==> config.mk <==
export PLATFORM = sky130hd
export DESIGN_NAME = u2_control_core
export DESIGN_NICKNAME = d
export VERILOG_FILES = /design/src/u2_ctrl_pkg.sv /design/src/readback_mux.sv /design/src/setting_regs.sv /design/src/u2_control_core.sv /design/src/vita_timekeeper.sv
export SDC_FILE = /design/constraint.sdc
export NUM_CORES = 1
export LEC_CHECK = 0
export BUFFER_PORTS_ARGS = -buffer_cell sky130_fd_sc_hd__buf_2
export CORE_ASPECT_RATIO = 1.75
export CORE_MARGIN = 2
export CORE_UTILIZATION = 52
export CTS_CLUSTER_DIAMETER = 50
export DETAILED_ROUTE_END_ITERATION = 10
export GPL_ROUTABILITY_DRIVEN = 0
export PLACE_DENSITY = 0.83
export SLEW_MARGIN = 0
export SYNTH_ARGS = -nofsm -noshare
export SYNTH_HDL_FRONTEND = slang
export SYNTH_SLANG_ARGS = --single-unit
export TNS_END_PERCENT = 5
==> constraint.sdc <==
create_clock -name dsp_clk -period 7.2 [get_ports dsp_clk]
set_input_delay 0.72 -clock dsp_clk [delete_from_list [all_inputs] [get_ports dsp_clk]]
set_output_delay 0.72 -clock dsp_clk [all_outputs]
set_load 0.1 [all_outputs]
==> src/u2_ctrl_pkg.sv <==
/*
 * Control-plane definitions shared by the settings bank, the VITA timekeeper
 * and the readback mux
 */
`default_nettype none

package u2_ctrl_pkg;

   //////////////////////////////
   // Settings bus
   //////////////////////////////

   // One write on the settings bus, no handshake
   typedef struct packed {
      logic        stb;
      logic [7:0]  addr;
      logic [31:0] data;
   } set_bus_t;

   // Register bank contents
   typedef struct packed {
      logic [7:0] clock_outs;
      logic [7:0] serdes_outs;
      logic [7:0] adc_outs;
      logic [7:0] led_sw;
      logic [7:0] led_src;
      logic       phy_reset;
   } ctrl_regs_t;

   // Running time and time latched at the last PPS
   typedef struct packed {
      logic [63:0] vita_time;
      logic [63:0] vita_time_pps;
   } time_state_t;

   //////////////////////////////
   // Settings addresses
   //////////////////////////////

   localparam logic [7:0] SR_CLOCK          = 8'd0;
   localparam logic [7:0] SR_SERDES         = 8'd1;
   localparam logic [7:0] SR_ADC            = 8'd2;
   localparam logic [7:0] SR_LED_SW         = 8'd3;
   localparam logic [7:0] SR_PHY            = 8'd4;
   localparam logic [7:0] SR_LED_SRC        = 8'd8;
   // Timekeeper uses three words from here
   localparam logic [7:0] SR_TIME64_DEFAULT = 8'd192;

   // LEDs 4..1 follow hardware status after reset
   localparam logic [7:0] LED_SRC_RESET     = 8'h1E;

   //////////////////////////////
   // Readback and load state
   //////////////////////////////

   typedef enum logic [2:0] {
      RB_CTRL,
      RB_LED,
      RB_TIME_HI,
      RB_TIME_LO,
      RB_PPS_HI,
      RB_PPS_LO,
      RB_COMPAT,
      RB_SIM
   } rb_word_e;

   typedef enum logic [1:0] {
      LOAD_IDLE,
      LOAD_WAIT_PPS
   } load_state_e;

endpackage

`default_nettype wire

==> src/readback_mux.sv <==
/*
 * Registered readback of control, timing and constant words
 */
`default_nettype none

module readback_mux #(
   parameter logic [31:0] COMPAT_NUM = 32'd3
) (
   input  wire                      dsp_clk,
   input  wire                      rst_n_i,
   input  wire                      rb_stb_i,
   input  u2_ctrl_pkg::rb_word_e    rb_addr_i,
   input  u2_ctrl_pkg::ctrl_regs_t  regs_i,
   input  u2_ctrl_pkg::time_state_t time_i,
   input  wire                      sim_mode_i,
   input  wire  [3:0]               clock_divider_i,
   output logic [31:0]              rb_data_o,
   output logic                     rb_ack_o
);

   import u2_ctrl_pkg::*;

   logic [31:0] rb_word;

   // Word layout by index
   always_comb begin
      case (rb_addr_i)
         RB_CTRL: begin
            rb_word = {7'd0, regs_i.phy_reset, regs_i.adc_outs,
                       regs_i.serdes_outs, regs_i.clock_outs};
         end
         RB_LED:     rb_word = {16'd0, regs_i.led_src, regs_i.led_sw};
         RB_TIME_HI: rb_word = time_i.vita_time[63:32];
         RB_TIME_LO: rb_word = time_i.vita_time[31:0];
         RB_PPS_HI:  rb_word = time_i.vita_time_pps[63:32];
         RB_PPS_LO:  rb_word = time_i.vita_time_pps[31:0];
         RB_COMPAT:  rb_word = COMPAT_NUM;
         RB_SIM:     rb_word = {sim_mode_i, 27'd0, clock_divider_i};
         default:    rb_word = 32'd0;
      endcase
   end

   //////////////////////////////
   // Output register
   //////////////////////////////

   // Data holds until the next strobe
   always_ff @(posedge dsp_clk) begin
      if (rb_stb_i) begin
         rb_data_o <= rb_word;
      end
   end

   always_ff @(posedge dsp_clk) begin
      if (!rst_n_i) begin
         rb_ack_o <= 1'b0;
      end else begin
         rb_ack_o <= rb_stb_i;
      end
   end

endmodule

`default_nettype wire

==> src/setting_regs.sv <==
/*
 * Settings register bank for clock, SERDES, ADC and PHY control lines,
 * with the software/hardware LED mix
 */
`default_nettype none

module setting_regs (
   input  wire                     dsp_clk,
   input  wire                     rst_n_i,
   input  u2_ctrl_pkg::set_bus_t   set_i,
   input  wire  [7:0]              hw_led_i,
   output u2_ctrl_pkg::ctrl_regs_t regs_o,
   output logic [7:0]              leds_o
);

   import u2_ctrl_pkg::*;

   ctrl_regs_t regs_q;

   //////////////////////////////
   // Register writes
   //////////////////////////////

   // Only the low bits of the data word are kept
   always_ff @(posedge dsp_clk) begin
      if (!rst_n_i) begin
         regs_q <= '{
            clock_outs:  8'd0,
            serdes_outs: 8'd0,
            adc_outs:    8'd0,
            led_sw:      8'd0,
            led_src:     LED_SRC_RESET,
            phy_reset:   1'b0
         };
      end else if (set_i.stb) begin
         case (set_i.addr)
            SR_CLOCK: begin
               regs_q.clock_outs <= set_i.data[7:0];
            end
            SR_SERDES: begin
               regs_q.serdes_outs <= set_i.data[7:0];
            end
            SR_ADC: begin
               regs_q.adc_outs <= set_i.data[7:0];
            end
            SR_LED_SW: begin
               regs_q.led_sw <= set_i.data[7:0];
            end
            SR_PHY: begin
               regs_q.phy_reset <= set_i.data[0];
            end
            SR_LED_SRC: begin
               regs_q.led_src <= set_i.data[7:0];
            end
            default: begin
               // Addresses owned by other blocks
            end
         endcase
      end
   end

   assign regs_o = regs_q;

   //////////////////////////////
   // LED mix
   //////////////////////////////

   // led_src bit set: hardware status drives the LED
   // led_src bit clear: software value drives it
   always_comb begin
      leds_o = (regs_q.led_src & hw_led_i) | (~regs_q.led_src & regs_q.led_sw);
   end

endmodule

`default_nettype wire

==> src/u2_control_core.sv <==
/*
 * Control-plane core on dsp_clk: settings bank, VITA timekeeper and readback
 */
`default_nettype none

module u2_control_core #(
   parameter logic [7:0]  TIME_BASE  = u2_ctrl_pkg::SR_TIME64_DEFAULT,
   parameter logic [31:0] COMPAT_NUM = 32'd3
) (
   input  wire                    dsp_clk,
   input  wire                    rst_n_i,
   input  u2_ctrl_pkg::set_bus_t  set_i,
   input  wire                    pps_i,
   input  wire                    run_tx_i,
   input  wire                    run_rx_i,
   input  wire                    clk_status_i,
   input  wire                    serdes_link_up_i,
   input  wire                    rb_stb_i,
   input  u2_ctrl_pkg::rb_word_e  rb_addr_i,
   input  wire                    sim_mode_i,
   input  wire  [3:0]             clock_divider_i,
   output logic [7:0]             leds_o,
   output logic                   clock_ready_o,
   output logic [1:0]             clk_en_o,
   output logic [1:0]             clk_sel_o,
   output logic                   ser_enable_o,
   output logic                   ser_prbsen_o,
   output logic                   ser_loopen_o,
   output logic                   ser_rx_en_o,
   output logic                   adc_oe_a_o,
   output logic                   adc_on_a_o,
   output logic                   adc_oe_b_o,
   output logic                   adc_on_b_o,
   output logic                   phy_resetn_o,
   output logic                   pps_int_o,
   output logic [31:0]            rb_data_o,
   output logic                   rb_ack_o
);

   import u2_ctrl_pkg::*;

   ctrl_regs_t  regs;
   time_state_t time_state;
   logic [7:0]  hw_led;

   // Hardware status for LEDs 4..1, LED 0 has no hardware source
   assign hw_led = {3'b000, run_tx_i, run_rx_i, clk_status_i, serdes_link_up_i, 1'b0};

   //////////////////////////////
   // Blocks
   //////////////////////////////

   setting_regs setting_regs_i (
      .dsp_clk  (dsp_clk),
      .rst_n_i  (rst_n_i),
      .set_i    (set_i),
      .hw_led_i (hw_led),
      .regs_o   (regs),
      .leds_o   (leds_o)
   );

   vita_timekeeper #(
      .TIME_BASE (TIME_BASE)
   ) vita_timekeeper_i (
      .dsp_clk   (dsp_clk),
      .rst_n_i   (rst_n_i),
      .set_i     (set_i),
      .pps_i     (pps_i),
      .time_o    (time_state),
      .pps_int_o (pps_int_o)
   );

   readback_mux #(
      .COMPAT_NUM (COMPAT_NUM)
   ) readback_mux_i (
      .dsp_clk         (dsp_clk),
      .rst_n_i         (rst_n_i),
      .rb_stb_i        (rb_stb_i),
      .rb_addr_i       (rb_addr_i),
      .regs_i          (regs),
      .time_i          (time_state),
      .sim_mode_i      (sim_mode_i),
      .clock_divider_i (clock_divider_i),
      .rb_data_o       (rb_data_o),
      .rb_ack_o        (rb_ack_o)
   );

   //////////////////////////////
   // Board control pins
   //////////////////////////////

   assign {clock_ready_o, clk_en_o, clk_sel_o} = regs.clock_outs[4:0];
   assign {ser_enable_o, ser_prbsen_o, ser_loopen_o, ser_rx_en_o} = regs.serdes_outs[3:0];
   assign {adc_oe_a_o, adc_on_a_o, adc_oe_b_o, adc_on_b_o} = regs.adc_outs[3:0];

   // PHY reset pin is active low
   assign phy_resetn_o = ~regs.phy_reset;

endmodule

`default_nettype wire

==> src/vita_timekeeper.sv <==
/*
 * VITA 64-bit time counter with PPS synchronizer, PPS time capture
 * and immediate or PPS-aligned time load
 */
`default_nettype none

module vita_timekeeper #(
   parameter logic [7:0] TIME_BASE = u2_ctrl_pkg::SR_TIME64_DEFAULT
) (
   input  wire                      dsp_clk,
   input  wire                      rst_n_i,
   input  u2_ctrl_pkg::set_bus_t    set_i,
   input  wire                      pps_i,
   output u2_ctrl_pkg::time_state_t time_o,
   output logic                     pps_int_o
);

   import u2_ctrl_pkg::*;

   localparam logic [7:0] ADDR_HI   = TIME_BASE;
   localparam logic [7:0] ADDR_LO   = TIME_BASE + 8'd1;
   localparam logic [7:0] ADDR_CTRL = TIME_BASE + 8'd2;

   logic        pps_sync1_q;
   logic        pps_sync2_q;
   logic        pps_last_q;
   logic        pps_edge_q;
   logic [31:0] time_hi_q;
   logic [31:0] time_lo_q;
   logic [63:0] vita_time_q;
   logic [63:0] vita_time_pps_q;
   load_state_e load_state_q;
   logic        ctrl_wr;
   logic        pps_load;

   //////////////////////////////
   // PPS input
   //////////////////////////////

   // Two-flop synchronizer, then a registered rising edge
   always_ff @(posedge dsp_clk) begin
      if (!rst_n_i) begin
         pps_sync1_q <= 1'b0;
         pps_sync2_q <= 1'b0;
         pps_last_q  <= 1'b0;
         pps_edge_q  <= 1'b0;
         pps_int_o   <= 1'b0;
      end else begin
         pps_sync1_q <= pps_i;
         pps_sync2_q <= pps_sync1_q;
         pps_last_q  <= pps_sync2_q;
         pps_edge_q  <= pps_sync2_q & ~pps_last_q;
         pps_int_o   <= pps_edge_q;
      end
   end

   //////////////////////////////
   // Pending load words
   //////////////////////////////

   always_ff @(posedge dsp_clk) begin
      if (set_i.stb && (set_i.addr == ADDR_HI)) begin
         time_hi_q <= set_i.data;
      end
      if (set_i.stb && (set_i.addr == ADDR_LO)) begin
         time_lo_q <= set_i.data;
      end
   end

   assign ctrl_wr  = set_i.stb && (set_i.addr == ADDR_CTRL);
   assign pps_load = pps_edge_q && (load_state_q == LOAD_WAIT_PPS);

   //////////////////////////////
   // Counter and load FSM
   //////////////////////////////

   always_ff @(posedge dsp_clk) begin
      if (!rst_n_i) begin
         vita_time_q     <= 64'd0;
         vita_time_pps_q <= 64'd0;
         load_state_q    <= LOAD_IDLE;
      end else begin
         // Bit 0 set means load now, clear means wait for PPS
         if ((ctrl_wr && set_i.data[0]) || pps_load) begin
            vita_time_q <= {time_hi_q, time_lo_q};
         end else begin
            vita_time_q <= vita_time_q + 64'd1;
         end

         if (ctrl_wr) begin
            load_state_q <= set_i.data[0] ? LOAD_IDLE : LOAD_WAIT_PPS;
         end else if (pps_load) begin
            load_state_q <= LOAD_IDLE;
         end

         if (pps_edge_q) begin
            vita_time_pps_q <= vita_time_q;
         end
      end
   end

   assign time_o.vita_time     = vita_time_q;
   assign time_o.vita_time_pps = vita_time_pps_q;

endmodule

`default_nettype wire

==> metrics.yaml <==
syn_inst: 1128
die_y_um: 205
met2_usage_pct: 46.4
tns_ns: 0
p_leak_nw: 5.06
finalSetupViolations: 0
reg2reg_from: "vita_timekeeper_i.vita_time_q[18]$_SDFF_PN0_"
core_um2: 22700
cts_hold_buf: 0
wl_mm: 33.5
synth_edf_count: 96
status: "completed"
clock_skew_ns: 0.0225
drtAntennaViolNets: 0
grt_usage_pct: 26.8
first_pass_iters: 5
max_freq_ghz: 0.331
relSlewSlack_pct: 23.7
p_per_area_nw_per_um2: 236
path_buf_inv: 0
die_w_um: 119
grt_pass1_vias: 9185
grt_max_degree: 108
fin_crit_sh_pct: 42.0
yosysMostFrequentCell: "dfxtp_1"
ys_seq_elements: 272
min_period_ns: 3.03
pwr-share-comb_pct: 6.6
crit_fanout: 16
worst_hold_startpoint: "vita_timekeeper_i.pps_last_q$_SDFF_PN0_"
via_per_inst: 6.16
drive_gt1_share_pct: 17.8
cts-resized-gates: 0
antenna_found_initial: 0
first_iter_violations: 874
synthArstFlopShare_pct: 0
port-buffer-count: 112
cts_buffer_depth: 3
drc: 0
area_growth_pct: 12.7
crit_slowest_cell: "nor4_4"
syn-num-nets: 1186
critical_path_class: "register to register"
rows: 73
busiest_layer: "met2"
grt_pass1_wl_mm: 50.2
worstMarginPinSlew_ns: 1.14
htreeDepth: 1
cap_violations: 0
clkLatencyLatePin_ns: 0.54
finalMaxSlewViolations: 0
cts_tree: "yes"
start_kind: "register"
clockPowerShare_pct: 42.7
post_cts_buffers: 0
antennaDiodeCount: 0
reg2reg_depth: 5
num-nets-final: 1254
synth_area_leaders: "dfxtp_1 29%, edfxtp_1 24%, mux2i_1 11%"
finalHoldViolations: 0
switchingPower_uw: 751
worst_hold_slack_ns: 0.381
synth_cell_types: 60
cts.clk_slew.worst_paths_ns: 0.07
yosys-top-cells-count: "176 x dfxtp_1, 147 x nor2_1, 135 x mux2i_1"
cts_num_sinks: 272
start_util_pct: 52.8
slowest_delay_ns: 0.88
gr-usage-met1_pct: 28.4
worstSetupEndpointType: "register"
clockRootBuffer: "clkbuf_16"
dp_hpwl_mm: 22.8
ys_seq_area_share_pct: 53.6
min_path_cells: 1
crit_family: "simple AND/OR/NAND/NOR gates"
internal_power_mw: 2.43
synth_top_area_share_pct: 29.5
vias: 9333
crit_start: "vita_timekeeper_i.vita_time_q[18]$_SDFF_PN0_"
fp.dieArea_um2: 24300
ioPinCount: 113
min_path_type: "register to register"
power_frac_seq_pct: 50.7
cp.required_ns: 7.65
ir_drop_v: 0.000144
synth_top_area_cell: "dfxtp_1"
synth_ff_type: "dfxtp_1"
path_cells: "nand4_4, nor4_4, nand4_2, or4_1, a31oi_1"
synth.avg_cell_area_um2: 10.6
path_depth: 5
avgRoutedWirePerCell_um: 22.1
rsz0062_at_grt: "no"
yosysWarnings: 0
critPathArrivalTime_ns: 3.47
use_met3_pct: 3.03
grt_remaining_overflow: 0
cts_buffers: 24
switching_share_pct: 23.6
synthesis.area_um2: 12000
-- through the flow --
step           cells  total power, mW  util, %  setup WS [ns]  area (um^2)
2_1_floorplan   1128             1.79        -           3.12        12000
3_3_place_gp    1470             1.85     55.8           4.13        12600
3_5_place_dp    1470             1.85     55.8           4.06        12600
4_1_cts         1514             3.19     59.5           4.26        13500
5_1_grt         1514             3.25     59.5           4.05        13500
6_report        1514             3.18     59.5           4.17        13500
-- worst paths after layout --
kind                                                                     end  slack (ns)
worst max-delay path            vita_timekeeper_i.vita_time_q[63]$_SDFF_PN0_        4.17
worst min-delay path                 vita_timekeeper_i.pps_edge_q$_SDFF_PN0_        0.38
worst max register to register  vita_timekeeper_i.vita_time_q[63]$_SDFF_PN0_        4.17
worst min register to register       vita_timekeeper_i.pps_edge_q$_SDFF_PN0_        0.38
-- flip-flops by register name, indices dropped and copies added, names as in the netlist --
name	cells
readback_mux_i.rb_ack_o	1
vita_timekeeper_i.vita_time_q	64
vita_timekeeper_i.pps_sync2_q	1
setting_regs_i.regs_o	41
vita_timekeeper_i.pps_int_o	1
vita_timekeeper_i.vita_time_pps_q	64
vita_timekeeper_i.load_state_q	1
vita_timekeeper_i.time_lo_q	32
readback_mux_i.rb_data_o	32
vita_timekeeper_i.pps_last_q	1
vita_timekeeper_i.pps_edge_q	1
vita_timekeeper_i.time_hi_q	32
vita_timekeeper_i.pps_sync1_q	1
-- worst register-to-register path, stage by stage, from the launching register on --
cell and delay [ns]:
dfxtp_1 0.61, nand4_4 0.21, nor4_4 0.88, nand4_2 0.49, or4_1 0.60, a31oi_1 0.17
-- layer usage --
layer | wire length (um) | vias to the layer above
met1 | 11600 | 4461
met2 | 16700 | 454
met4 | 3340 | 0
li1 | - | 4280
met3 | 1780 | 138
met5 | 0 | -
-- power groups by stage --
stage	clock, mW	sequential [mW]	combinational (mW)
floorplan	0	1.71	0.0808
global placement	0	1.64	0.205
detailed placement	0	1.64	0.208
CTS	1.37	1.61	0.209
global route	1.42	1.61	0.219
finish	1.36	1.61	0.211
-- logic make-up after synthesis --
family          share of synthesized area [%]
buf+inv                                  3.38
flops                                    53.6
mux                                      14.0
simple gates                             15.6
xor+xnor                                 2.93
compound gates                           10.4
fa+ha+maj                               0.105
-- layout make-up --
type / count / area [um^2]
clock inverter: 17 / 194
multi-input combinational: 763 / 5170
sequential: 272 / 6410
inverter: 11 / 42.5
tap: 300 / 375
timing repair buffer: 124 / 651
fill: 1915 / 9180
clock buffer: 27 / 633
-- layout by cell type, fill, tap and decap left out, drive strengths merged, types with 3 or more instances in the layout --
cell	instances
a31oi	14
mux2i	135
xnor2	13
edfxtp	96
buf	124
nor2	147
a221oi	11
dfxtp	176
or2	3
nand4	30
and3	13
nor4	9
clkinv	12
o22ai	16
or4	6
inv	9
o21ai	53
clkinvlp	3
nor3	18
and4	10
nand3	42
mux2	25
xor2	27
o31ai	5
nand3b	3
or3	11
clkbuf	27
bufinv	4
nand2	43
nor2b	7
a21oi	57
a22oi	10
and2	8
a211oi	22
No activity file was read; power rests on OpenSTA's default activity.
